==> src/common/lvdcPkg.sv <==
package lvdcPkg;

    localparam int WordWidth     = 26;
    localparam int SyllableWidth = 13;
    localparam int OpWidth       = 4;
    localparam int AddrWidth     = 9;
    localparam int MemDepth      = 512;
    localparam int BitCountWidth = 5;
    localparam int SylCountWidth = 4;  // counts 0..12 while a syllable assembles
    localparam int FnWidth       = 2;

    localparam logic [BitCountWidth-1:0] LastBit = BitCountWidth'(WordWidth - 1);

    // kept op codes
    localparam logic [OpWidth-1:0] OpSub = 4'b0010;
    localparam logic [OpWidth-1:0] OpAnd = 4'b0110;
    localparam logic [OpWidth-1:0] OpAdd = 4'b0111;
    localparam logic [OpWidth-1:0] OpXor = 4'b1001;
    localparam logic [OpWidth-1:0] OpSto = 4'b1011;
    localparam logic [OpWidth-1:0] OpRsu = 4'b1101;
    localparam logic [OpWidth-1:0] OpCla = 4'b1111;

    // serial alu function select
    localparam logic [FnWidth-1:0] FnSum  = 2'd0;
    localparam logic [FnWidth-1:0] FnAnd  = 2'd1;
    localparam logic [FnWidth-1:0] FnXor  = 2'd2;
    localparam logic [FnWidth-1:0] FnPass = 2'd3;

    typedef logic [WordWidth-1:0] word_t;

    typedef struct packed {
        logic [OpWidth-1:0]   opCode;
        logic [AddrWidth-1:0] addr;
    } syllable_t;

    typedef struct packed {
        logic [FnWidth-1:0] fn;
        logic               invAcc;
        logic               invMem;
        logic               carryIn;
        logic               loadAcc;
        logic               writeMem;
    } aluCtrl_t;

    typedef struct packed {
        logic                 valid;
        logic [AddrWidth-1:0] addr;
        word_t                data;
    } memLoad_t;

    // broadcast from timing to the serial datapath
    typedef struct packed {
        logic                     execute;
        logic [BitCountWidth-1:0] bitCount;
        logic                     advance;
    } bitTime_t;

endpackage

==> src/arithmetic/serialAlu.sv <==
`timescale 1ns/1ps
`default_nettype none

module serialAlu import lvdcPkg::*; (
    input  wire      bo,
    input  wire      rst,
    input  bitTime_t bitTime,
    input  aluCtrl_t aluCtrl,
    input  wire      accBit,
    input  wire      memBit,
    output logic     resultBit
);

    logic carry;
    logic carryUse;
    logic accIn;
    logic memIn;
    logic carryOut;

    assign accIn = accBit ^ aluCtrl.invAcc;
    assign memIn = memBit ^ aluCtrl.invMem;

    // bit 0 takes the preset carry, later bits the flop
    assign carryUse = (bitTime.bitCount == '0) ? aluCtrl.carryIn : carry;
    assign carryOut = (accIn & memIn) | (carryUse & (accIn ^ memIn));

    always_comb begin
        case (aluCtrl.fn)
            FnSum:   resultBit = accIn ^ memIn ^ carryUse;
            FnAnd:   resultBit = accIn & memIn;
            FnXor:   resultBit = accIn ^ memIn;
            default: resultBit = memIn;  // pass memory for CLA
        endcase
    end

    always_ff @(posedge bo) begin
        if (rst) begin
            carry <= 1'b0;
        end else if (bitTime.advance) begin
            carry <= carryOut;  // carry out of bit 25 is dropped
        end
    end

endmodule
`default_nettype wire

==> config.mk <==
export PLATFORM = sky130hd
export DESIGN_NAME = serialAlu
export DESIGN_NICKNAME = d
export VERILOG_FILES = /design/src/common/lvdcPkg.sv /design/src/arithmetic/serialAlu.sv
export SDC_FILE = /design/constraint.sdc
export NUM_CORES = 1
export LEC_CHECK = 0
export BUFFER_PORTS_ARGS = -buffer_cell sky130_fd_sc_hd__buf_2
export CAP_MARGIN = 20
export CELL_PAD_IN_SITES_DETAIL_PLACEMENT = 1
export CELL_PAD_IN_SITES_GLOBAL_PLACEMENT = 1
export CORE_AREA = 4 4 41 43
export DETAILED_ROUTE_END_ITERATION = 6
export DIE_AREA = 0 0 45 47
export GPL_TIMING_DRIVEN = 0
export PLACE_DENSITY = 0.59
export SYNTH_ARGS = -nofsm -noshare
export SYNTH_HDL_FRONTEND = slang
export SYNTH_SLANG_ARGS = --single-unit
export TNS_END_PERCENT = 50
==> constraint.sdc <==
create_clock -name bo -period 2.8 [get_ports bo]
set_input_delay 0.28 -clock bo [delete_from_list [all_inputs] [get_ports bo]]
set_output_delay 0.28 -clock bo [all_outputs]
set_load 0.02 [all_outputs]
# == Word level (Yosys, flattened, before mapping) ==
# Index checks and enable logic that the tools add are counted.
# totals
reg_bits,1
memories,0
inputBits,18
wordCells,14
ramBits,0
latch_bits,0
rom_bits,0
output_inout_bits,1
# op_classes
mul,0
eq_ne,2
div_mod_pow,0
add_sub_neg,0
n_shift,0
muxes,2
reduce_logical,2
magnitude_cmp,0
n_bitwise,7
# op_table
cell,n
zero test 5 bit,1
XOR 1 bit,4
case mux 1 bit (3 select lines),1
AND 1 bit,2
"== test 2 x 1 -> 1 bit, second input constant",1
"== test 2 bit, second input constant",1
zero test 2 bit,1
two-way mux 1 bit,1
OR 1 bit,1

# == Depth between registers and ports, before layout ==
# logic_depth
depth_word,4
mapped_depth,6

# == Worst setup path before layout ==
# OpenSTA, ideal clock, no wires.
# synth_timing
path_type,input -> output
start,input bitTime[1] (netlist bit)
end,output resultBit
path_buffers,0
path_stages,6
path_slack_ps,505
arrival_time_ps,2015
path_cell_list,or4_1 -> nor2_1 -> mux2i_1 -> fa_1 -> inv_1 -> mux4_2
# synth_between
elab_chain_len,4
# synth_lines
item,line_no,text
"start, declared",serialAlu.sv:7,"input bitTime_t bitTime,"
zero test 5 bit,serialAlu.sv:24,assign carryUse = (bitTime.bitCount == '0) ? aluCtrl.carryIn : carry;
two-way mux 1 bit,serialAlu.sv:24,
XOR 1 bit,serialAlu.sv:29,FnSum: resultBit = accIn ^ memIn ^ carryUse;
case mux 1 bit (3 select lines),serialAlu.sv:28,case (aluCtrl.fn)
"end, declared",serialAlu.sv:11,output logic resultBit
# No other way between the ends.

# == Worst setup path after layout ==
# Ends and elaborated chain as after synthesis.

==> flow_metrics.tcl <==
set metrics [dict create \
    status "finished, final reports clean" \
    wl_per_cell_um 9.27 \
    ys_types 10 \
    cts-resized-gates 0 \
    critPathSlowestCell "or4_1" \
    path_clk_slew_ns 0 \
    initial_utilization 0.105 \
    worstHoldPathCells 2 \
    final.period_utilization 0.903 \
    area_delta_synth_final_pct 68.8 \
    synth-edff-count 0 \
    synth_top_area_cell "mux4_2" \
    finClkSkew_ns 0 \
    diodes 0 \
    yosysTopAreaCellShare 0.165 \
    place.gp.congestion 0.628 \
    r2r_setup_slack_ns 1.73 \
    drtIter0Drc 2 \
    syn_area_um2 136 \
    postCtsSetupBuffers 0 \
    powerDensity_mw_per_mm2 241 \
    synthCells 14 \
    grt_antenna_before_repair 0 \
    grt_pass1_vias 195 \
    cp_cell_sequence "buf_2 -> or4_1 -> nor2_1 -> mux2i_1 -> fa_1 -> inv_1 -> mux4_2 -> buf_2" \
    p_total_uw 55.5 \
    ant_nets 0 \
    finalSetupViolCount 0 \
    cp.depth 8 \
    num_vias 160 \
    timing_hold_violations_final 0 \
    maxCapViolCount 0 \
    crit_arrival_ns 2.25 \
    crit_path_start_kind "input port" \
    vias_per_cell 3.64 \
    fillers 169 \
    die_h_um 47 \
    die_area_mm2 0.00212 \
    coreArea_mm2 0.00130 \
    min_from "rst" \
    hold_class "in2reg" \
    yosysMostFrequentCell "inv_1" \
    min_to "carry$_SDFFE_PP0P_" \
    post_synth.cell_area_avg_um2 9.74 \
    slowest_delay_ns 0.50 \
    synth_common_cells "inv_1, nor2_1, xor2_1" \
    top_regs "carry (1)" \
    ys_async_sr_fraction 0 \
    grt_overflow_total 0 \
    period_needed_ns 2.53 \
    crit_top_cell "buf_2" \
    synth_flop_cell "dfxtp_1" \
    critPathTopFamily "simple AND/OR/NAND/NOR gates" \
    power_leakage_nw 0.120 \
    place_hpwl_um 421 \
    ys_warn_count 0 \
    fin_nets 51 \
    ios 19 \
    ys_seq_area_frac 0.147 \
    cts_hold_buf 0 \
    syn_nets 34 \
    worst_pin_slew_ns 0.279 \
    top_register "carry" \
    grt_use_total 0.0465 \
    ff2ff_path_depth 3 \
    die_x_um 45 \
    drv_slew 0 \
    crit_type "in2out" \
    crit-reg2reg-launch "carry$_SDFFE_PP0P_" \
    r2r-end "carry$_SDFFE_PP0P_" \
    cp.required_ns 2.52 \
    cp_num_buf_inv 3 \
    placementRows 13 \
    synth-seq-cells 1 \
    rsz0062_at_grt "false" \
    peakVddDrop_mv 0.0906 \
    first_pass_iters 2 \
    drive_above_1_share 0.552 \
    remaining_drc_errors 0 \
    clk_latency_ns 0 \
    slew_headroom 0.813 \
    synthTopCellsByArea "mux4_2, dfxtp_1, fa_1" \
    worstPathMaxFanout 1 \
    max_freq_mhz 395 \
    totalWireLength_um 408 \
    grt_max_degree 4 \
    largest_reg_flops 1 \
    tns_ns 0 \
    critPathCaptureType "output pin" \
    portBuffers 15 \
    grt_pass1_wl_um 759 \
]
## how the worst max path moves through the flow
stage / startpoint / to / slack (ns)
after global routing: bitTime[1] / resultBit / 0.14
after global placement: bitTime[1] / resultBit / 0.25
after detailed placement: bitTime[1] / resultBit / 0.24
final: bitTime[1] / resultBit / 0.27
after floorplan: bitTime[1] / resultBit / 0.50
after CTS: bitTime[1] / resultBit / 0.24
## placed cells by master (no fill, tap or decap)
master | netlist | routed
xor2_1 | 2 | 2
buf_2 | 0 | 15
nor2_1 | 2 | 2
mux2i_1 | 1 | 1
a211oi_1 | 1 | 1
mux4_2 | 1 | 1
ha_1 | 1 | 1
or4_1 | 1 | 1
fa_1 | 1 | 1
dfxtp_1 | 1 | 1
inv_1 | 3 | 3
## cell type report
| class | instances | area (um^2) | area share |
|---|---|---|---|
| multi-input combinational | 10 | 105 | 0.457 |
| tap | 15 | 18.8 | 0.0815 |
| inverter | 3 | 11.3 | 0.0489 |
| sequential | 1 | 20.0 | 0.0870 |
| timing repair buffer | 15 | 75.1 | 0.326 |
## logic make-up (layout without fill, tap and decap cells)
kind of cell,Yosys count,count (layout),share of synthesized area
xor+xnor,2,2,0.128
simple gates,3,3,0.110
buf+inv,3,18,0.0826
compound gates,1,1,0.0551
mux,2,2,0.239
fa+ha+maj,2,2,0.239
flops,1,1,0.147
## report_power, final
group	internal (mW)	total [mW]	switching, mW
Sequential	0.0158	0.0163	0.000498
Combinational	0.0210	0.0392	0.0183
Clock	0	0	0
Total	0.0367	0.0555	0.0188
## per-stage QoR
step / setup WS, ns / std cells / cell area [um^2] / hold WS [ns] / util
floorplan: 0.505 / 14 / 136 / 0.358 / -
global placement: 0.247 / 44 / 230 / 0.448 / 0.177
finish: 0.271 / 44 / 230 / 0.446 / 0.177
CTS: 0.240 / 44 / 230 / 0.449 / 0.177
global route: 0.137 / 44 / 230 / 0.475 / 0.177
detailed placement: 0.241 / 44 / 230 / 0.447 / 0.177
## per-layer routing
layer  part of all wire  vias to the layer above  GRT usage
li1                   -                       78          -
met3               0.22                        0     0.0268
met2               0.40                       15     0.0847
met1               0.38                       67     0.0498
met5                  0                        -          0
met4                  0                        0          0
## worst register-to-register path: cells and delay by family (launching register included)
kind	cells	cell delay (ns)
compound gates	1	0.22
fa+ha+maj	1	0.38
flops	1	0.30
mux	1	0.08
Note: power is estimated with default switching activity, not from simulation.
