File: src/common/lvdcPkg.sv
package lvdcPkg;

    localparam int WordWidth     = 26;
    localparam int SyllableWidth = 13;
    localparam int OpWidth       = 4;
    localparam int AddrWidth     = 9;
    localparam int MemDepth      = 512;
    localparam int BitCountWidth = 5;
    localparam int SylCountWidth = 4;  // counts 0..12 while a syllable assembles
    localparam int FnWidth       = 2;

    localparam logic [BitCountWidth-1:0] LastBit = BitCountWidth'(WordWidth - 1);

    // kept op codes
    localparam logic [OpWidth-1:0] OpSub = 4'b0010;
    localparam logic [OpWidth-1:0] OpAnd = 4'b0110;
    localparam logic [OpWidth-1:0] OpAdd = 4'b0111;
    localparam logic [OpWidth-1:0] OpXor = 4'b1001;
    localparam logic [OpWidth-1:0] OpSto = 4'b1011;
    localparam logic [OpWidth-1:0] OpRsu = 4'b1101;
    localparam logic [OpWidth-1:0] OpCla = 4'b1111;

    // serial alu function select
    localparam logic [FnWidth-1:0] FnSum  = 2'd0;
    localparam logic [FnWidth-1:0] FnAnd  = 2'd1;
    localparam logic [FnWidth-1:0] FnXor  = 2'd2;
    localparam logic [FnWidth-1:0] FnPass = 2'd3;

    typedef logic [WordWidth-1:0] word_t;

    typedef struct packed {
        logic [OpWidth-1:0]   opCode;
        logic [AddrWidth-1:0] addr;
    } syllable_t;

    typedef struct packed {
        logic [FnWidth-1:0] fn;
        logic               invAcc;
        logic               invMem;
        logic               carryIn;
        logic               loadAcc;
        logic               writeMem;
    } aluCtrl_t;

    typedef struct packed {
        logic                 valid;
        logic [AddrWidth-1:0] addr;
        word_t                data;
    } memLoad_t;

    // broadcast from timing to the serial datapath
    typedef struct packed {
        logic                     execute;
        logic [BitCountWidth-1:0] bitCount;
        logic                     advance;
    } bitTime_t;

endpackage

File: src/arithmetic/delayLine.sv
`timescale 1ns/1ps
`default_nettype none

module delayLine import lvdcPkg::*; (
    input  wire      bo,
    input  wire      rst,
    input  bitTime_t bitTime,
    input  wire      loadAcc,
    input  wire      resultBit,
    output logic     accBit,
    output word_t    accWord
);

    word_t acc;
    word_t accNext;
    logic  lastBit;

    assign accBit  = acc[0];
    assign accNext = {(loadAcc ? resultBit : acc[0]), acc[WordWidth-1:1]};
    assign lastBit = bitTime.advance && (bitTime.bitCount == LastBit);

    always_ff @(posedge bo) begin
        if (rst) begin
            acc     <= '0;
            accWord <= '0;
        end else if (bitTime.advance) begin
            acc <= accNext;
            if (lastBit) begin
                accWord <= accNext;  // word is back in place after 26 shifts
            end
        end
    end

endmodule
`default_nettype wire

File: config.mk
export PLATFORM = sky130hd
export DESIGN_NAME = delayLine
export DESIGN_NICKNAME = d
export VERILOG_FILES = /design/src/common/lvdcPkg.sv /design/src/arithmetic/delayLine.sv
export SDC_FILE = /design/constraint.sdc
export NUM_CORES = 1
export LEC_CHECK = 0
export ABC_AREA = 1
export BUFFER_PORTS_ARGS = -buffer_cell sky130_fd_sc_hd__buf_2
export CAP_MARGIN = 25
export CORE_ASPECT_RATIO = 1.5
export CORE_MARGIN = 2
export CORE_UTILIZATION = 30
export DETAILED_ROUTE_END_ITERATION = 10
export PLACE_DENSITY_LB_ADDON = 0.08
export SLEW_MARGIN = 25
export SYNTH_ARGS = -nofsm -noshare
export SYNTH_HDL_FRONTEND = slang
export SYNTH_SLANG_ARGS = --single-unit
export TNS_END_PERCENT = 30
File: constraint.sdc
create_clock -name bo -period 1 [get_ports bo]
set_clock_uncertainty 0.05 [all_clocks]
set_input_delay 0.1 -clock bo [delete_from_list [all_inputs] [get_ports bo]]
set_output_delay 0.1 -clock bo [all_outputs]
set_load 0.02 [all_outputs]
Yosys cells after proc, flatten, opt, wreduce, memory -nomap -nowiden

Cells that the tools add are included.

Bits in registers: 52
Output and inout bits: 27
Word-level logic and storage cells: 6
Input bits: 11

Multiplexer cells: 1
Equality and inequality tests: 1
Reductions and logical operators: 2

Operator list:

| cell                                        | count |
|---|---|
| equality test 5 bit (second input constant) | 1 |
| AND reduction 2 bit                         | 1 |
| logical AND 1 bit                           | 1 |
| 2-to-1 mux 1 bit                            | 1 |

Depth between registers and ports, before layout

Depth in word-level cells: 3
Mapped depth: 7
Gate-level depth less buffers: 6

Worst setup path before layout

No wires, ideal clock.

Kind: reg-to-reg
From: register acc[0]
To: register accWord[25]
Buffers on the path: 0
Clock period less this slack: 0.881 ns
Data required time: 0.886 ns
Path slack: 0.119 ns
Arrival: 0.767 ns
Stages on the path, launching flop included: 7
Setup time: 0.064 ns
Cell sequence: dfxtp_1 inv_1 nand2_1 nand2_1 nand3_1 nand2_1 nor2_1

Longest elaborated chain between the ends: 1

Ends and longest elaborated chain:

| what                   | line            | text |
|---|---|---|
| start, declared        | delayLine.sv:14 | `word_t acc;` |
| start signal, assigned | delayLine.sv:27 | `acc <= accNext;` |
| 2-to-1 mux 1 bit       | delayLine.sv:19 | `assign accNext = {(loadAcc ? resultBit : acc[0]), acc[WordWidth-1:1]};` |
| end signal, assigned   | delayLine.sv:29 | `accWord <= accNext;` |
| end, declared          | delayLine.sv:11 | `output word_t accWord` |

Every way passes these cells.
A chain may end at the register's enable or synchronous reset.

Final worst setup path

From: register accWord[17]
To: output port accWord[17]

No word-level cell between the ends.

==> impl_metrics.yaml <==
global_routing:
  grt_first_pass_wirelength_um: 7380
  grt_pass1_vias: 1625
  grt_antenna_before_repair: 0
  globalRoute.totalOverflow: 0
  grtUsageTotal_pct: 11.9
  grt_max_degree: 53
worst_setup_path:
  critical_path.cell_chain: "buf_2"
  timing.critical_path.fanout_max: 2
  rr_worst_depth: 6
  cp.depth: 1
  worst_path_largest_cell_delay_ns: 0.34
  endpoint_kind: "output port"
  critical_path.slowest_cell: "sky130_fd_sc_hd__dfxtp_1"
  reg2reg_from: "acc[0]"
  start_kind: "flop"
  cp_top_family: "flip-flops"
  reg2reg_setup_slack_ns: 0.17
  worstPathArrival_ns: 0.80
  critical_path_class: "flop to output port"
  regToRegEndpoint: "acc[25]"
  worst-path-buf-inv: 1
  critical_path_required_ns: 0.85
timing:
  final_hold_violation_count: 0
  max_slew_violation_count: 0
  post-route-period-util_pct: 95.1
  fmax_ghz: 1.05
  timing.final.setup_violations: 0
  hold_slack_ns: 0.169
  timing.slew.headroom_pct: 87.4
  worst-slew-pin-transition_ns: 0.189
  rsz_0062_raised_after_global_routing: "no"
  finalCriticalPeriod_ns: 0.951
route:
  vias_per_cell: 4.44
  avgRoutedWirePerCell_um: 10.8
  drtIter0Drc: 122
  routed-via-count: 1673
  drt_wl_total_um: 4090
  route.met2.wl_um: 1770
  routed.top_layer: "met4"
  detail_route.first_pass.iterations: 4
  dr_drc_count: 0
  met1_length_um: 2090
  met3_wirelength_um: 168
  route.antenna.remaining_nets: 0
clock_network:
  clk_transition_reported_paths_ns: 0.10
  number_of_buffers_created_by_cts: 5
  post_cts_buffers: 0
  root_buffer: "sky130_fd_sc_hd__clkbuf_8"
  cts_sinks: 52
  cts_buffer_depth: 2
  tritoncts: "built"
  h-tree-depth: 2
  clock_latency_ns: 0.30
  cts-hold-fix-buffers: 0
die:
  start_util_pct: 30.5
  design.portCount: 38
  dieWidth_um: 71.7
  fp.dieH_um: 105
  core_area_um2: 6760
  design.die.area_um2: 7560
  row_count: 37
min_path:
  hold_path.startpoint: "loadAcc"
  hp-class: "input pin to flop"
  timing.hold.worst_path_depth: 6
  hold_path_end: "accWord[25]"
placement:
  place_hpwl_um: 2510
  dpl_cell_area_um2: 2340
  globalplace.congestion: 0.664
  port-buffer-count: 36
power:
  vdd_ir_drop_max_uv: 912
  p_per_area_nw_per_um2: 1630
  p_leak_nw: 1.08
synth:
  synth.most_common_cell: "sky130_fd_sc_hd__dfxtp_1"
  synth-edff-count: 0
  yosys.cell_types.count: 17
  synthesis.nets: 279
  ys_async_sr_fraction_pct: 0
  ys_top_cells_by_area: "sky130_fd_sc_hd__dfxtp_1 51%, sky130_fd_sc_hd__a21oi_1 12%, sky130_fd_sc_hd__nand3_1 6.3%"
  yosys.area.top_type: "sky130_fd_sc_hd__dfxtp_1"
  synth_instances: 268
  post-synth-top-area-fraction_pct: 50.5
  ys_seq_area_share_pct: 50.5
  synth_area_per_cell_um2: 7.68
  synth-seq-cells: 52
  syn-cell-area_um2: 2060
  yosys_most_used_dff: "sky130_fd_sc_hd__dfxtp_1"
  top_post_synthesis_cells_by_count: "52 x sky130_fd_sc_hd__dfxtp_1, 51 x sky130_fd_sc_hd__a21oi_1, 32 x sky130_fd_sc_hd__nand2_1"
  synth-warning-count: 0
job:
  max_cap_viol_count: 0
finish:
  area_growth_pct: 21.7
  layout.nets: 309
  final_layout_size_suffix_gt1_share_pct: 20.1
  final_area_um2: 2510
  antenna_cells: 0
run_status:
  run_status: "complete, no violations"
final cells by class:
cell class	instances	area, µm²
Clock buffer	6	82.6
Clock inverter	2	38.8
Fill cell	729	4250
Inverter	32	120
Multi-Input combinational cell	163	767
Sequential cell	52	1050
Tap cell	78	97.6
Timing Repair Buffer	44	353
stage by stage:
| stage | std cells | setup WS [ns] | TNS [ns] | utilization [%] | power [mW] |
|---|---|---|---|---|---|
| after floorplan | 268 | 0.119 | 0 | - | 2.51 |
| after global placement | 369 | -0.0115 | -0.0565 | 34.6 | 2.62 |
| after detailed placement | 369 | -0.0131 | -0.0984 | 34.6 | 2.63 |
| after CTS | 377 | 0.0126 | 0 | 36.5 | 4.18 |
| after global routing | 377 | 0.000271 | 0 | 37.1 | 4.32 |
| final | 377 | 0.0487 | 0 | 37.1 | 4.09 |
worst register-to-register path, delay by kind of cell, from the launching register on:
kind | cells | cell delay (ns)
DFF | 1 | 0.34
and+or+nand+nor | 3 | 0.17
buffers and inverters | 2 | 0.10
AOI/OAI and AO/OA | 1 | 0.08
flip-flops by register name, indices dropped and copies added, names as in the netlist:
signal,count
accWord,26
acc,26
worst max path at each step:
stage                start          end  slack [ns]
3_5_place_dp    bitTime[2]  accWord[24]       -0.01
6_report       accWord[17]  accWord[17]        0.05
5_1_grt        accWord[18]  accWord[18]      0.0003
3_3_place_gp    bitTime[2]   accWord[6]       -0.01
2_1_floorplan       acc[0]  accWord[25]        0.12
4_1_cts        accWord[23]  accWord[23]        0.01
cells in the final DEF (no fill, tap or decap), drive strengths merged:
cell type,count
dfxtp,52
a21oi,51
buf,44
nand2,32
inv,32
nor2,28
nand3,26
o21ai,25
clkbuf,6
o211ai,1
clkinv,1
bufinv,1
power by group:
part           total [mW]  internal, mW  switching, mW
clock network        1.52         0.819          0.697
registers            2.19          2.15         0.0349
logic               0.391         0.152          0.240
cells by family after synthesis:
kind of cell	after synthesis	share of synthesized area [%]
simple gates	86	18.4
buf+inv	53	12.2
flops	52	50.5
compound gates	77	18.8
repair_timing:
item                                    4_1_cts  5_1_grt
pin swaps                                     0        0
endpoints found under the setup margin        1       15
resized for setup                             1       19
routing by layer:
layer  GRT usage [%]  up-vias
li1                -      925
met5               0        -
met1            15.7      715
met4            4.85        0
met3            2.58        4
met2            18.6       29
Note: power is estimated with default switching activity, not from simulation.
