`src/common/lvdcPkg.sv`:
```
package lvdcPkg;

    localparam int WordWidth     = 26;
    localparam int SyllableWidth = 13;
    localparam int OpWidth       = 4;
    localparam int AddrWidth     = 9;
    localparam int MemDepth      = 512;
    localparam int BitCountWidth = 5;
    localparam int SylCountWidth = 4;  // counts 0..12 while a syllable assembles
    localparam int FnWidth       = 2;

    localparam logic [BitCountWidth-1:0] LastBit = BitCountWidth'(WordWidth - 1);

    // kept op codes
    localparam logic [OpWidth-1:0] OpSub = 4'b0010;
    localparam logic [OpWidth-1:0] OpAnd = 4'b0110;
    localparam logic [OpWidth-1:0] OpAdd = 4'b0111;
    localparam logic [OpWidth-1:0] OpXor = 4'b1001;
    localparam logic [OpWidth-1:0] OpSto = 4'b1011;
    localparam logic [OpWidth-1:0] OpRsu = 4'b1101;
    localparam logic [OpWidth-1:0] OpCla = 4'b1111;

    // serial alu function select
    localparam logic [FnWidth-1:0] FnSum  = 2'd0;
    localparam logic [FnWidth-1:0] FnAnd  = 2'd1;
    localparam logic [FnWidth-1:0] FnXor  = 2'd2;
    localparam logic [FnWidth-1:0] FnPass = 2'd3;

    typedef logic [WordWidth-1:0] word_t;

    typedef struct packed {
        logic [OpWidth-1:0]   opCode;
        logic [AddrWidth-1:0] addr;
    } syllable_t;

    typedef struct packed {
        logic [FnWidth-1:0] fn;
        logic               invAcc;
        logic               invMem;
        logic               carryIn;
        logic               loadAcc;
        logic               writeMem;
    } aluCtrl_t;

    typedef struct packed {
        logic                 valid;
        logic [AddrWidth-1:0] addr;
        word_t                data;
    } memLoad_t;

    // broadcast from timing to the serial datapath
    typedef struct packed {
        logic                     execute;
        logic [BitCountWidth-1:0] bitCount;
        logic                     advance;
    } bitTime_t;

endpackage

```
`src/source/opCodeReg.sv`:
```
`timescale 1ns/1ps
`default_nettype none

module opCodeReg import lvdcPkg::*; (
    input  wire       bo,
    input  wire       rst,
    input  wire       syllableStrobe,
    input  syllable_t syllable,
    output aluCtrl_t  aluCtrl
);

    logic [OpWidth-1:0] opReg;

    always_ff @(posedge bo) begin
        if (rst) begin
            opReg <= '0;  // 0000 runs as a no-op
        end else if (syllableStrobe) begin
            opReg <= syllable.opCode;
        end
    end

    always_comb begin
        aluCtrl = '0;
        aluCtrl.fn = FnSum;
        case (opReg)
            OpAdd: aluCtrl.loadAcc = 1'b1;
            OpSub: begin  // acc + ~mem + 1
                aluCtrl.invMem  = 1'b1;
                aluCtrl.carryIn = 1'b1;
                aluCtrl.loadAcc = 1'b1;
            end
            OpRsu: begin  // mem + ~acc + 1
                aluCtrl.invAcc  = 1'b1;
                aluCtrl.carryIn = 1'b1;
                aluCtrl.loadAcc = 1'b1;
            end
            OpAnd: begin
                aluCtrl.fn      = FnAnd;
                aluCtrl.loadAcc = 1'b1;
            end
            OpXor: begin
                aluCtrl.fn      = FnXor;
                aluCtrl.loadAcc = 1'b1;
            end
            OpCla: begin
                aluCtrl.fn      = FnPass;
                aluCtrl.loadAcc = 1'b1;
            end
            OpSto: aluCtrl.writeMem = 1'b1;  // acc recirculates untouched
            default: ;  // unknown op: full word time, nothing changes
        endcase
    end

endmodule
`default_nettype wire

```
`config.mk`:
```
export PLATFORM = sky130hd
export DESIGN_NAME = opCodeReg
export DESIGN_NICKNAME = d
export VERILOG_FILES = /design/src/common/lvdcPkg.sv /design/src/source/opCodeReg.sv
export SDC_FILE = /design/constraint.sdc
export NUM_CORES = 1
export LEC_CHECK = 0
export BUFFER_PORTS_ARGS = -buffer_cell sky130_fd_sc_hd__buf_2
export CAP_MARGIN = 15
export CELL_PAD_IN_SITES_DETAIL_PLACEMENT = 1
export CELL_PAD_IN_SITES_GLOBAL_PLACEMENT = 1
export CORE_AREA = 2 2 39 41
export DETAILED_ROUTE_END_ITERATION = 6
export DIE_AREA = 0 0 41 43
export PLACE_DENSITY = 0.68
export SLEW_MARGIN = 10
export SYNTH_ARGS = -nofsm -noshare
export SYNTH_HDL_FRONTEND = slang
export SYNTH_SLANG_ARGS = --single-unit
export TNS_END_PERCENT = 50
```
`constraint.sdc`:
```
create_clock -name bo -period 0.95 [get_ports bo]
set_input_delay 0.095 -clock bo [delete_from_list [all_inputs] [get_ports bo]]
set_output_delay 0.095 -clock bo [all_outputs]
set_load 0.01 [all_outputs]
```
### After elaboration in Yosys (flattened, before gate mapping)

Index checks and enable logic that the tools add are counted.

| word-level totals | value |
|---|---|
| flip-flop bits (word level) | 4 |
| bits of input ports | 16 |
| output and inout port bits | 7 |
| word-level logic and storage cells | 16 |

| cells by class | value |
|---|---|
| equality and inequality tests | 7 |
| multiplexer cells | 6 |
| reductions and logical operators | 2 |

Operators by type and width:

| operator | number |
|---|---|
| $eq 4x4->1 const B | 4 |
| $eq 4x3->1 const B | 2 |
| $pmux 2 s3 | 1 |
| $reduce_or 6->1 | 1 |
| $mux 1 | 5 |
| $eq 4x2->1 const B | 1 |
| $reduce_or 2->1 | 1 |

### Depth between registers and ports, before layout

| logic depth | value |
|---|---|
| depth in word-level cells | 3 |
| depth in mapped cells | 3 |
| depth with buffers taken out | 2 |

### Worst setup path before layout

No wires, ideal clock.

| timing | value |
|---|---|
| kind | flip-flop to output port |
| start | register opReg[3] |
| end | output port aluCtrl[2] (netlist name) |
| arrival time | 0.823 ns |
| slack | 0.032 ns |
| cell stages (with the launch flop) | 3 |
| path buffers | 0 |
| cells stage by stage | dfxtp_1 or2_1 o22ai_1 |

RTL lines:

| element | line | source |
|---|---|---|
| from (decl) | opCodeReg.sv:12 | `logic [OpWidth-1:0] opReg;` |
| from (signal assigned) | opCodeReg.sv:18 | `opReg <= syllable.opCode;` |
| to (decl) | opCodeReg.sv:9 | `output aluCtrl_t aluCtrl` |

==> impl_metrics.env <==
export IMPL_drt_iter0_drc=0
export IMPL_synth_cell_type_count=11
export IMPL_antenna_cells=0
export IMPL_p_seq_frac=0.389
export IMPL_first_pass_iters=1
export IMPL_yosysWarnings=0
export IMPL_holdPathEnd="opReg[1]"
export IMPL_min_path_cells=2
export IMPL_slew_viol_final=0
export IMPL_syn_area_um2=234
export IMPL_ys_ff_latch=4
export IMPL_largest_reg_flops=4
export IMPL_port_buffers=13
export IMPL_syn_area_per_cell_um2=8.67
export IMPL_synth_top_family_by_area="simple AND/OR/NAND/NOR gates"
export IMPL_vias=245
export IMPL_rsz0062_at_grt="yes"
export IMPL_boundaryPins=23
export IMPL_p_switching_uw=126
export IMPL_final_nets=61
export IMPL_fin_skew_ns=0
export IMPL_peakVddDrop_mv=0.481
export IMPL_p_clk_frac=0.426
export IMPL_drive_above_1_share=0.628
export IMPL_start_kind="flop"
export IMPL_seq_area_frac_synth=0.342
export IMPL_outcome="finished, violations left"
export IMPL_htree_levels=1
export IMPL_grtUsageTotal=0.0774
export IMPL_num_rows=14
export IMPL_slew_headroom=0.880
export IMPL_yosys_area_top_type="dfxtp_1"
export IMPL_synth_area_mux_share=0.214
export IMPL_gp_congestion=0.582
export IMPL_r2r_slack_ns=0.31
export IMPL_worstSetupEndpointType="primary output"
export IMPL_wire_per_inst_um=9.90
export IMPL_cts_root_buffer="clkbuf_4"
export IMPL_synth_fp_nets=43
export IMPL_cts_sinks=4
export IMPL_p_leak_uw=0.000187
export IMPL_largest_register="opReg"
export IMPL_grt_start_max_net_pins=7
export IMPL_top_regs="opReg x4"
export IMPL_syn2layout_area_growth_pct=61.5
export IMPL_p_sw_frac=0.251
export IMPL_core_um2=1380
export IMPL_cts_made_buffers=3
export IMPL_grt_first_pass_wirelength_um=862
export IMPL_finalHoldViolCount=0
export IMPL_fp_dieArea_um2=1760
export IMPL_synth_xor_area_frac=0
export IMPL_grt_ovfl_total=0
export IMPL_ant_nets=0
export IMPL_synth_simple_gate_area_frac=0.289
export IMPL_rr_endpoint="opReg[1]"
export IMPL_worstMarginPinSlew_ns=0.175
export IMPL_die_w_um=41
export IMPL_drc=0
export IMPL_yosysTopAreaCellShare=0.342
export IMPL_period_minus_slack_ns=1.20
export IMPL_finalWorstSetupSlack_ns=-0.254
export IMPL_hold_class="primary input to flop"
export IMPL_p_comb_frac=0.185
export IMPL_power_density_nw_per_um2=1330
export IMPL_clkTransAtPathRegs_ns=0.04
export IMPL_clock_path_buffers=2
export IMPL_viasPerCell=4.15
export IMPL_final_common_cell="buf_2"
export IMPL_place_ws_ns=-0.0843
export IMPL_drv_cap=0
export IMPL_synth_area_leaders="dfxtp_1 34%, mux2i_1 21%, nor2_1 11%, o2bb2a_4 8.6%, nand2b_1 8.0%"
export IMPL_setup_viol=7
export IMPL_syn_inst=27
export IMPL_path_max_fanout=4
export IMPL_die_h_um=43
export IMPL_layout_worst_path_cycle_share=1.27
export IMPL_r2r_worst_path_cells=2
export IMPL_criticalPathCategory="flop to primary output"
export IMPL_crit_required_ns=0.85
export IMPL_cts_tree="yes"
export IMPL_routed_wl_um=584
export IMPL_violations="negative setup slack"
export IMPL_timing_fmax_mhz=831
export IMPL_antenna_found_initial=0
export IMPL_synthAdderAreaFrac=0
export IMPL_finalPower_uw=503
export IMPL_initial_core_util=0.169
export IMPL_synth_compound_area_frac=0.134
export IMPL_holdCritStartpoint="rst"
export IMPL_p_int_uw=376
export IMPL_clock_latency_ns=0.24
export IMPL_cp_arrival_ns=1.11
export IMPL_rr_startpoint="opReg[1]"
export IMPL_grt_pass1_vias=230
export IMPL_final_cell_mix="13 x buf_2, 7 x nor2_1, 5 x mux2i_1"
-- cell type report --
class / instances / area (µm²)
Multi-Input combinational cell: 22 / 175
Tap cell: 16 / 20.0
Timing Repair Buffer: 14 / 72.6
Fill cell: 171 / 1010
Clock buffer: 3 / 22.5
Sequential cell: 4 / 87.6
-- per-layer routing --
metal / global-route usage / wire length [µm] / vias up
met5: 0 / 0 / -
met4: 0.100 / 17 / 0
met3: 0.0157 / 44 / 2
met2: 0.106 / 307 / 11
met1: 0.0806 / 214 / 108
li1: - / - / 124
-- logic make-up after synthesis --
logic type	after synthesis
buffers and inverters	1
AOI/OAI and AO/OA	3
DFF	4
and+or+nand+nor	14
muxes	5
-- Yosys cell counts --
library cell and number:
mux2i_1 5, buf_2 1, dfxtp_1 4, nand2_1 2, a21oi_1 1, and3b_1 1, or2_1 1, nor2_1 7
o2bb2a_4 1, o22ai_1 1, nand2b_1 3
-- stage by stage --
| stage | std cells | instance area [µm²] | util | TNS (ns) | hold WS (ns) |
|---|---|---|---|---|---|
| final | 59 | 378 | 0.273 | -1.31 | 0.0602 |
| after global placement | 56 | 322 | 0.232 | -0.141 | 0.313 |
| after CTS | 59 | 359 | 0.259 | -1.53 | 0.0516 |
| after global routing | 59 | 378 | 0.273 | -1.65 | 0.0815 |
| after floorplan | 27 | 234 | - | 0 | 0.167 |
| after detailed placement | 56 | 322 | 0.232 | -0.251 | 0.314 |
-- power by group through the flow --
stage                     sequential, µW  combinational (µW)  clock [µW]
after floorplan                      191                51.6           0
after global placement               193                80.0           0
after detailed placement             194                81.6           0
after CTS                            194                88.5         229
after global routing                 198                 103         226
final                                196                93.2         214
-- worst max-delay path by stage --
| stage | start | end | slack (ns) |
|---|---|---|---|
| 3_3_place_gp | opReg[3] | aluCtrl[2] | -0.06 |
| 5_1_grt | opReg[0] | aluCtrl[2] | -0.29 |
| 4_1_cts | opReg[3] | aluCtrl[1] | -0.27 |
| 3_5_place_dp | opReg[3] | aluCtrl[2] | -0.08 |
| 6_report | opReg[0] | aluCtrl[2] | -0.25 |
| 2_1_floorplan | opReg[3] | aluCtrl[2] | 0.03 |
-- critical path, cell delays in order, from the launching register on --
cell and delay, ns:
dfxtp_2 0.33, or2_4 0.26, o22ai_2 0.14, buf_2 0.15
-- timing repair --
action	CTS	global route
pin swaps	3	0
hold buffers	0	0
buffers inserted	0	0
setup endpoints to repair	7	7
gates resized for setup	6	4
Power figures use the tool's default switching activity.
