==> config.mk <==
export PLATFORM = sky130hd
export DESIGN_NAME = transferReg
export DESIGN_NICKNAME = d
export VERILOG_FILES = /design/src/common/lvdcPkg.sv /design/src/source/transferReg.sv
export SDC_FILE = /design/constraint.sdc
export NUM_CORES = 1
export LEC_CHECK = 0
export BUFFER_PORTS_ARGS = -buffer_cell sky130_fd_sc_hd__buf_2
export CORE_MARGIN = 2
export CORE_UTILIZATION = 46
export CTS_CLUSTER_DIAMETER = 50
export CTS_CLUSTER_SIZE = 40
export DETAILED_ROUTE_END_ITERATION = 6
export PLACE_DENSITY = 0.73
export SKIP_CTS_REPAIR_TIMING = 1
export SYNTH_ARGS = -nofsm -noshare
export SYNTH_HDL_FRONTEND = slang
export SYNTH_SLANG_ARGS = --single-unit
==> constraint.sdc <==
create_clock -name bo -period 2.1 [get_ports bo]
set_clock_uncertainty 0.1 [all_clocks]
set_input_delay 0.525 -clock bo [delete_from_list [all_inputs] [get_ports bo]]
set_output_delay 0.525 -clock bo [all_outputs]
set_load 0.02 [all_outputs]
==> src/common/lvdcPkg.sv <==
package lvdcPkg;

    localparam int WordWidth     = 26;
    localparam int SyllableWidth = 13;
    localparam int OpWidth       = 4;
    localparam int AddrWidth     = 9;
    localparam int MemDepth      = 512;
    localparam int BitCountWidth = 5;
    localparam int SylCountWidth = 4;  // counts 0..12 while a syllable assembles
    localparam int FnWidth       = 2;

    localparam logic [BitCountWidth-1:0] LastBit = BitCountWidth'(WordWidth - 1);

    // kept op codes
    localparam logic [OpWidth-1:0] OpSub = 4'b0010;
    localparam logic [OpWidth-1:0] OpAnd = 4'b0110;
    localparam logic [OpWidth-1:0] OpAdd = 4'b0111;
    localparam logic [OpWidth-1:0] OpXor = 4'b1001;
    localparam logic [OpWidth-1:0] OpSto = 4'b1011;
    localparam logic [OpWidth-1:0] OpRsu = 4'b1101;
    localparam logic [OpWidth-1:0] OpCla = 4'b1111;

    // serial alu function select
    localparam logic [FnWidth-1:0] FnSum  = 2'd0;
    localparam logic [FnWidth-1:0] FnAnd  = 2'd1;
    localparam logic [FnWidth-1:0] FnXor  = 2'd2;
    localparam logic [FnWidth-1:0] FnPass = 2'd3;

    typedef logic [WordWidth-1:0] word_t;

    typedef struct packed {
        logic [OpWidth-1:0]   opCode;
        logic [AddrWidth-1:0] addr;
    } syllable_t;

    typedef struct packed {
        logic [FnWidth-1:0] fn;
        logic               invAcc;
        logic               invMem;
        logic               carryIn;
        logic               loadAcc;
        logic               writeMem;
    } aluCtrl_t;

    typedef struct packed {
        logic                 valid;
        logic [AddrWidth-1:0] addr;
        word_t                data;
    } memLoad_t;

    // broadcast from timing to the serial datapath
    typedef struct packed {
        logic                     execute;
        logic [BitCountWidth-1:0] bitCount;
        logic                     advance;
    } bitTime_t;

endpackage

==> src/source/transferReg.sv <==
`timescale 1ns/1ps
`default_nettype none

module transferReg import lvdcPkg::*; (
    input  wire       bo,
    input  wire       rst,
    input  wire       din,
    input  wire       dataValid,
    input  wire       busy,
    output syllable_t syllable,
    output logic      syllableStrobe
);

    logic [SyllableWidth-1:0] shiftReg;
    logic [SylCountWidth-1:0] bitCount;
    logic                     take;

    assign take = dataValid & ~busy;

    always_ff @(posedge bo) begin
        if (rst) begin
            bitCount       <= '0;
            syllableStrobe <= 1'b0;
        end else begin
            syllableStrobe <= 1'b0;
            if (take) begin
                if (bitCount == SylCountWidth'(SyllableWidth - 1)) begin
                    bitCount       <= '0;
                    syllableStrobe <= 1'b1;
                end else begin
                    bitCount <= bitCount + 1'b1;
                end
            end
        end
    end

    // lsb first, new bits enter at the top
    always_ff @(posedge bo) begin
        if (take) begin
            shiftReg <= {din, shiftReg[SyllableWidth-1:1]};
        end
    end

    // op code arrives first, so it ends up in the low bits
    assign syllable.opCode = shiftReg[OpWidth-1:0];
    assign syllable.addr   = shiftReg[SyllableWidth-1:OpWidth];

endmodule
`default_nettype wire

Yosys cells after proc, flatten, opt, wreduce, memory -nomap -nowiden
Cells that the tools add are included. W data, S select, Z words.

$add $sub $neg: 1. Equal/unequal tests: 1. Multiplexer cells: 2. Bitwise gates (word level): 3. Reductions and logical operators: 1.

Operator list (number): $add A4 B1 Y4 const B (1); $eq A4 B4 Y1 const B (1); $mux W4 (1); $not A1 Y1 (2); $reduce_or A2 Y1 (1); $and A1 B1 Y1 (1); $mux W1 (1).

Flip-flop bits (word level): 18. Input port bits: 5. Output and inout bits: 14. Logic and storage cells: 11.

Longest topological paths before layout
Gate-level depths: netlist of run 1.

Depth in word-level cells: 4. Depth in mapped cells: 5. Gate-level depth less buffers: 5.

Least setup slack after synthesis of run 1
Ideal clock, no wire load.

Kind: input to register. From: in dataValid. To: reg bitCount[1]. Setup time: 0.115 ns. Arrival: 1.609 ns. Required time: 1.885 ns. Path slack: 0.276 ns. Stages on the path: 3. Buffers on the path: 0. Cells stage by stage: nor2b_1 -> mux2i_1 -> nor2_1.

Word-level cells in the longest chain between the ends: 1.

Ends and longest elaborated chain: from (decl) (line transferReg.sv:8) `input wire dataValid,`; $and A1 B1 Y1 (line transferReg.sv:18) `assign take = dataValid & ~busy;`; to (signal assigned) (line transferReg.sv:31) `bitCount <= bitCount + 1'b1;`; to (decl) (line transferReg.sv:15) `logic [SylCountWidth-1:0] bitCount;`.

No other way between the ends. A chain may end at the register's enable or synchronous reset.

Worst setup path in the final report of run 1
From: reg shiftReg[7]. To: out syllable[3] (netlist bit).

RTL lines: from (decl) (line transferReg.sv:14) `logic [SyllableWidth-1:0] shiftReg;`; from (signal assigned) (line transferReg.sv:40) `shiftReg <= {din, shiftReg[SyllableWidth-1:1]};`; to (decl) (line transferReg.sv:10) `output syllable_t syllable,`.

No word-level cell between the ends.

==> metrics.cfg, run 1 <==
[global_routing]
grt_first_pass_wirelength_mm=1.47
antenna_found_initial=0
gr-total-overflow=0
grtUsageTotal=0.147
via_count_of_the_first_global_routing_pass=340
grt_max_degree=18

[synthesis]
largest_family_of_logic_cells_by_synthesized_area=simple AND/OR/NAND/NOR gates
postSynthRegisterBits=18
post_synth_and_or_nand_nor_area_fraction=0.0964
adder_and_majority_gate_portion_of_the_synthesized_area=0.0402
post_synth_xor_area_fraction=0
synth_compound_gate_area_share=0.0482
synthesized_cell_area_um2=623
syn-instance-count=40
synth_fp_nets=47
synthesis.area_per_instance_um2=15.6
synth_warnings=0
synth.mux.area_fraction=0.0161
netlist-cell-type-count=16
sequential_cell_area_fraction_in_the_yosys_report=0.787

[power]
cellPowerDensity_mw_per_mm2=801
power.ir.vdd_worst_mv=0.474
power_switching_uw=137
cell_internal_pwr_uw=477
sw_ratio=0.223
post-layout-total-power_uw=613
total_leakage_power_nw=0.296
power.clock.fraction=0.281
combPwrFrac=0.070
power.share.sequential=0.650

[worst_setup_path]
setup.worst_path.end_class=primary output
timing.critical_path.from=shiftReg[7]
cpPeakStageDelay_ns=0.40
crit_fanout=2
cp_data_arrival_time_ns=0.86
r2r_setup_slack_ns=0.81
critical_path.reg2reg.startpoint=bitCount[0]
path_cells=buf_2
cp.required_ns=1.47
reg2regPathDepth=3
reg2reg_to=bitCount[3]
critPathBufInv=1
setup.worst_path.class=reg -> out
critical_path.top_delay_family=flip-flops
critPathSlowestCell=sky130_fd_sc_hd__edfxtp_1
start_kind=register

[sta]
setup_violations=0
timing.setup.tns_ns=0
slew_violations=0
layout_min_cycle_time_ns=1.49
worstMarginPinSlew_ns=0.205
final_min_period_over_clock_period=0.709
grt_setup_unrepaired=no
slew-limit-headroom=0.863
final-hold-violation-count=0
fmaxAchievable_ghz=0.671

[finish]
drive_gt1_frac=0.365
stdcell_area_um2=766
antenna-diode-count=0
fin_util=0.596
area_delta_synth_final_pct=22.9
finalNetCount=71
n_fill_cell=105

[flow_run]
max_cap_viol_count=0

[floorplan]
floorplan.io_pins=19
core_area_mm2=0.00128
initial_core_util=0.485
design.die.area_mm2=0.00167
site_rows=13
die_y_um=40.8
die-width_um=40.8

[clock_tree]
cts_tree=done
total_clock_buffers_created_by_cts=3
ctsHtreeMaxLevel=1
clk_path_buf_depth=2
numClockSinks=18
worstSkewPairLatency_ns=0.29
cts_root_buf=sky130_fd_sc_hd__clkbuf_4
worst_setup_hold_path_clk_slew_ns=0.10

[hold_path]
hold_path_stages=1
holdPathEnd=shiftReg[12]
worstHoldPathType=in -> reg
hold_start=din

[outcome]
outcome=finished clean

[placement]
io_buffers=18
detailedPlacementHpwl_um=710
place.gp.congestion=0.800
post_detailed_placement_cell_area_um2=739

[route]
drt_iter0_drc=12
routedWlPerCell_um=12.7
final_antenna_net_count=0
routed-via-count=389
postRouteWirelength_um=988
drc=0
routed_via_density=4.99
drt-pass1-iter-count=3

==> sequential cells by signal (all words and copies together) (netlist names) <==
name	count
syllableStrobe	1
shiftReg	13
bitCount	4
==> power by group through the flow <==
stage	logic (mW)	registers (mW)	clock network [mW]
2_1_floorplan	0.0133	0.418	0
6_report	0.0426	0.399	0.172
3_5_place_dp	0.0428	0.407	0
4_1_cts	0.0429	0.399	0.174
5_1_grt	0.0471	0.401	0.191
3_3_place_gp	0.0423	0.406	0
==> cells by family after synthesis <==
kind of cell    Yosys count
simple gates             11
buf+inv                   2
compound gates            6
fa+ha+maj                 2
mux                       1
flops                    18
==> metrics by stage <==
stage                     std cells  hold WS [ns]  worst slack, ns
after detailed placement         74         0.329            0.526
after floorplan                  40         0.351            0.276
after global placement           74         0.326            0.585
final                            78         0.306            0.611
after CTS                        78         0.299            0.590
after global routing             78         0.291            0.537
==> layer usage <==
layer  wire length, µm  track usage  part of all wire  vias up
li1                  -            -                 -      194
met2               473        0.215              0.48        9
met4                 6        0.125            0.0061        0
met5                 0            0                 0        -
met3                47       0.0652             0.048        2
met1               460        0.161              0.47      184
==> synthesized netlist by cell type <==
cell type	n	share of area
sky130_fd_sc_hd__a21oi_1	5	0.040
sky130_fd_sc_hd__dfxtp_1	5	0.16
sky130_fd_sc_hd__edfxtp_1	13	0.63
sky130_fd_sc_hd__ha_1	2	0.040
sky130_fd_sc_hd__inv_1	1	0.0060
sky130_fd_sc_hd__inv_2	1	0.0060
sky130_fd_sc_hd__mux2i_1	1	0.016
sky130_fd_sc_hd__nand2_1	1	0.0060
sky130_fd_sc_hd__nand3_1	2	0.016
sky130_fd_sc_hd__nand3b_1	1	0.012
sky130_fd_sc_hd__nor2_1	2	0.012
sky130_fd_sc_hd__nor2b_1	1	0.010
sky130_fd_sc_hd__nor3_1	2	0.016
sky130_fd_sc_hd__o21ai_0	1	0.0080
sky130_fd_sc_hd__or2b_1	1	0.012
sky130_fd_sc_hd__or4_1	1	0.012
==> placed cells by master (no fill, tap or decap) <==
cell type | synthesis | final
sky130_fd_sc_hd__nor2b_1 | 1 | 1
sky130_fd_sc_hd__nand2_1 | 1 | 1
sky130_fd_sc_hd__buf_2 | 0 | 18
sky130_fd_sc_hd__nand3b_1 | 1 | 1
sky130_fd_sc_hd__dfxtp_1 | 5 | 5
sky130_fd_sc_hd__inv_1 | 1 | 1
sky130_fd_sc_hd__or2b_1 | 1 | 1
sky130_fd_sc_hd__or4_1 | 1 | 1
sky130_fd_sc_hd__clkinv_1 | 0 | 1
sky130_fd_sc_hd__ha_1 | 2 | 2
sky130_fd_sc_hd__mux2i_1 | 1 | 1
sky130_fd_sc_hd__nor2_1 | 2 | 2
sky130_fd_sc_hd__a21oi_1 | 5 | 5
sky130_fd_sc_hd__o21ai_0 | 1 | 1
sky130_fd_sc_hd__clkbuf_4 | 0 | 3
sky130_fd_sc_hd__buf_4 | 0 | 1
sky130_fd_sc_hd__nand3_1 | 2 | 2
sky130_fd_sc_hd__edfxtp_1 | 13 | 13
sky130_fd_sc_hd__inv_2 | 1 | 1
sky130_fd_sc_hd__nor3_1 | 2 | 2
==> how the worst max path moves through the flow <==
| stage | end | slack, ns | cells after the start |
|---|---|---|---|
| after floorplan | bitCount[1] | 0.28 | 3 |
| after global placement | bitCount[3] | 0.59 | 4 |
| after detailed placement | bitCount[3] | 0.53 | 4 |
| after CTS | syllable[3] | 0.59 | 1 |
| after global routing | syllable[11] | 0.54 | 1 |
| final | syllable[3] | 0.61 | 1 |
==> cell type report <==
type	instances	area [µm²]	share of cell area
clock buffer	3	22.5	0.0294
inverter	2	7.51	0.00980
clock inverter	1	3.75	0.00490
timing repair buffer	19	97.6	0.127
multi-input combinational	20	125	0.163
tap	15	18.8	0.0245
sequential	18	490	0.641
No activity file was read; power rests on OpenSTA's default activity.
==> run 2, diff against run 1 <==
ABC_AREA = 1   (was unset)
CORE_UTILIZATION = 42   (was 46)
PLACE_DENSITY = 0.7   (was 0.73)
clock period = 1.3 ns   (was 2.1 ns; I/O delays follow)
==> run 2 against run 1 <==
  * Cell count rose by 18%
  * Via count rose by 6.2%
  * Global-route usage shrank 2.2 points
  * Combinational power grew 120%
  * Register-to-register slack got worse by 0.71 ns
  * Wire length up 6.8%
==> metrics.cfg, run 2 <==
[placement]
detailedPlacementHpwl_um=744  ; was 710 µm
dpl_worst_slack_ns=0.0423  ; was 0.526 ns
place.gp.congestion=0.812  ; was 0.800
post_detailed_placement_cell_area_um2=752  ; was 739 µm²
io_buffers=18  ; unchanged

[global_routing]
via_count_of_the_first_global_routing_pass=352  ; was 340
antenna_found_initial=0  ; unchanged
gr-total-overflow=0  ; unchanged
grt_max_degree=16  ; was 18
grt_first_pass_wirelength_mm=1.64  ; was 1.47 mm
grtUsageTotal=0.125  ; was 0.147

[worst_setup_path]
critical_path.top_delay_family=flip-flops  ; unchanged
cp_data_arrival_time_ns=0.86  ; about the same
path_cells=buf_6  ; was buf_2
cp.required_ns=0.88  ; was 1.47 ns
critPathBufInv=1  ; unchanged
crit_fanout=2  ; unchanged
critPathSlowestCell=sky130_fd_sc_hd__edfxtp_1  ; unchanged
start_kind=register  ; unchanged
reg2regPathDepth=7  ; was 3
r2r_setup_slack_ns=0.10  ; was 0.81 ns
setup.worst_path.class=reg -> out  ; unchanged
cpPeakStageDelay_ns=0.42  ; was 0.40 ns
reg2reg_to=bitCount[3]  ; unchanged
setup.worst_path.end_class=primary output  ; unchanged
critical_path.reg2reg.startpoint=bitCount[0]  ; unchanged

[synthesis]
netlist.area_leader.share=0.608  ; was 0.627
postSynth.topFlopCell=sky130_fd_sc_hd__edfxtp_1  ; unchanged
netlist.top_cell.by_area=sky130_fd_sc_hd__edfxtp_1  ; unchanged
post-synth-top-count-cell=sky130_fd_sc_hd__edfxtp_1  ; unchanged
netlist-cell-type-count=12  ; was 16
synth_edf_count=13  ; unchanged
ys_async_sr_fraction=0  ; unchanged
synthesized_cell_area_um2=642  ; was 623 µm²
syn-instance-count=48  ; was 40
postSynthRegisterBits=18  ; unchanged
sequential_cell_area_fraction_in_the_yosys_report=0.764  ; was 0.787
synthesis.area_per_instance_um2=13.4  ; was 15.6 µm²
synthTopCellsByCount=sky130_fd_sc_hd__edfxtp_1, sky130_fd_sc_hd__nand2_1, sky130_fd_sc_hd__nor2_1  ; was sky130_fd_sc_hd__edfxtp_1, sky130_fd_sc_hd__a21oi_1, sky130_fd_sc_hd__dfxtp_1
synth_top_cells_by_area=sky130_fd_sc_hd__edfxtp_1, sky130_fd_sc_hd__dfxtp_1, sky130_fd_sc_hd__nand2_1, sky130_fd_sc_hd__ha_1, sky130_fd_sc_hd__nor2_1  ; was sky130_fd_sc_hd__edfxtp_1, sky130_fd_sc_hd__dfxtp_1, sky130_fd_sc_hd__a21oi_1, sky130_fd_sc_hd__ha_1, sky130_fd_sc_hd__mux2i_1
synth_fp_nets=55  ; was 47
synth_warnings=0  ; unchanged

[sta]
slew_violations=0  ; unchanged
setup_violations=0  ; unchanged
worstMarginPinSlew_ns=0.300  ; was 0.205 ns
grt_setup_unrepaired=yes  ; was no
fmaxAchievable_ghz=0.781
slew-limit-headroom=0.800  ; was 0.863
fin_worst_hold_slack_ns=0.113  ; was 0.306 ns
finalWorstSetupSlack_ns=0.0188  ; was 0.611 ns
final-hold-violation-count=0  ; unchanged
layout_min_cycle_time_ns=1.28
final_min_period_over_clock_period=0.986

[route]
final_antenna_net_count=0  ; unchanged
routedWlPerCell_um=11.5  ; was 12.7 µm
postRouteWirelength_mm=1.06  ; was 988 µm
drt_iter0_drc=12  ; unchanged
routed_via_density=4.49  ; was 4.99
routed-via-count=413  ; was 389
drt-pass1-iter-count=3  ; unchanged
drc=0  ; unchanged

[finish]
drive_gt1_frac=0.461  ; was 0.365
area_delta_synth_final_pct=38.4  ; was 22.9%
n_fill_cell=125  ; was 105
fin_util=0.604  ; was 0.596
leading_cell_type_in_the_layout_fill_and_taps_excluded=sky130_fd_sc_hd__edfxtp_1  ; was sky130_fd_sc_hd__buf_2
layout.cells.most_common_list=sky130_fd_sc_hd__edfxtp_1, sky130_fd_sc_hd__buf_6, sky130_fd_sc_hd__nand2_1, sky130_fd_sc_hd__buf_2  ; was sky130_fd_sc_hd__buf_2, sky130_fd_sc_hd__edfxtp_1, sky130_fd_sc_hd__a21oi_1, sky130_fd_sc_hd__dfxtp_1, sky130_fd_sc_hd__clkbuf_4
stdcell_area_um2=888  ; was 766 µm²
register_with_the_most_flip_flops=shiftReg  ; unchanged
largestRegisters=shiftReg x13, bitCount x4, syllableStrobe x1  ; unchanged
largest_reg_flops=13  ; unchanged
antenna-diode-count=0  ; unchanged
finalNetCount=84  ; was 71

[floorplan]
design.die.area_mm2=0.00186  ; was 0.00167 mm²
die-width_um=43.1  ; was 40.8 µm
initial_core_util=0.436  ; was 0.485
floorplan.io_pins=19  ; unchanged
core_area_mm2=0.00147  ; was 0.00128 mm²
die_y_um=43.1  ; was 40.8 µm
site_rows=14  ; was 13

[hold_path]
hold_path_stages=1  ; unchanged
holdPathEnd=shiftReg[12]  ; unchanged
worstHoldPathType=in -> reg  ; unchanged
hold_start=din  ; unchanged

[power]
total_leakage_power_nw=0.379  ; was 0.296 nW
post-layout-total-power_mw=1.01  ; was 613 µW
cellPowerDensity_mw_per_mm2=1140  ; was 801 mW/mm²
power.ir.vdd_worst_mv=0.468  ; was 0.474 mV

[clock_tree]
total_clock_buffers_created_by_cts=3  ; unchanged
ctsHtreeMaxLevel=1  ; unchanged
cts_tree=done  ; unchanged
clk_path_buf_depth=2  ; unchanged
worstSkewPairLatency_ns=0.28  ; was 0.29 ns
worst_setup_hold_path_clk_slew_ns=0.10  ; about the same
numClockSinks=18  ; unchanged
cts_root_buf=sky130_fd_sc_hd__clkbuf_4  ; unchanged

[flow_run]
max_cap_viol_count=0  ; unchanged

[outcome]
outcome=finished clean  ; unchanged

run 2: cell count changes in the layout (fill, tap and decap cells not counted), moves of 2 or more:
cell                      before  now
sky130_fd_sc_hd__buf_2        18    8
sky130_fd_sc_hd__buf_6         0   10
sky130_fd_sc_hd__nand2_1       1    8
sky130_fd_sc_hd__a21oi_1       5    0
sky130_fd_sc_hd__buf_4         1    6
sky130_fd_sc_hd__nor2_1        2    6
sky130_fd_sc_hd__dfxtp_1       5    3
sky130_fd_sc_hd__dfxtp_2       0    2
sky130_fd_sc_hd__inv_1         1    3
sky130_fd_sc_hd__inv_2         1    3
sky130_fd_sc_hd__nor2_2        0    2
run 2: cell families after synthesis:
group                    share of synthesized area
AO/OA/AOI/OAI                               0.0117
adder cells (fa/ha/maj)                     0.0390
buffers and inverters                       0.0351
flip-flops                                   0.764
AND/OR/NAND/NOR                              0.150
run 2: report_power, final:
group	leakage (nW)	internal [mW]	total (mW)	switching (mW)
combinational	0.200	0.0431	0.0957	0.0525
clock	0.0154	0.111	0.269	0.158
sequential	0.163	0.637	0.650	0.0126
run 2: per-stage QoR:
step,cells,setup TNS [ns]
5_1_grt,92,-0.250
3_3_place_gp,82,0
4_1_cts,86,-0.0270
3_5_place_dp,82,0
2_1_floorplan,48,0
6_report,92,0
run 2: final cells by class:
| cell class | count | area [µm²] | share of cell area |
|---|---|---|---|
| Tap cell | 16 | 20.0 | 0.0225 |
| Timing Repair Buffer | 24 | 198 | 0.223 |
| Clock buffer | 3 | 22.5 | 0.0254 |
| Sequential cell | 18 | 493 | 0.555 |
| Inverter | 6 | 22.5 | 0.0254 |
| Multi-Input combinational cell | 24 | 129 | 0.145 |
| Clock inverter | 1 | 3.75 | 0.00423 |
run 2: worst max-delay path by stage:
stage                             from      endpoint  depth (start not counted)
final                      shiftReg[1]  syllable[10]                          1
after global routing      shiftReg[11]   syllable[7]                          1
after CTS                  shiftReg[2]  syllable[11]                          1
after detailed placement          busy   bitCount[2]                          7
after global placement            busy   bitCount[2]                          7
after floorplan            bitCount[0]   bitCount[3]                          7
run 2: per-layer routing:
metal | part of all wire | track usage | vias to the layer above
li1 | - | - | 213
met1 | 0.45 | 0.178 | 187
met2 | 0.49 | 0.173 | 13
met3 | 0.061 | 0.0426 | 0
met4 | 0 | 0.0545 | 0
met5 | 0 | 0 | -
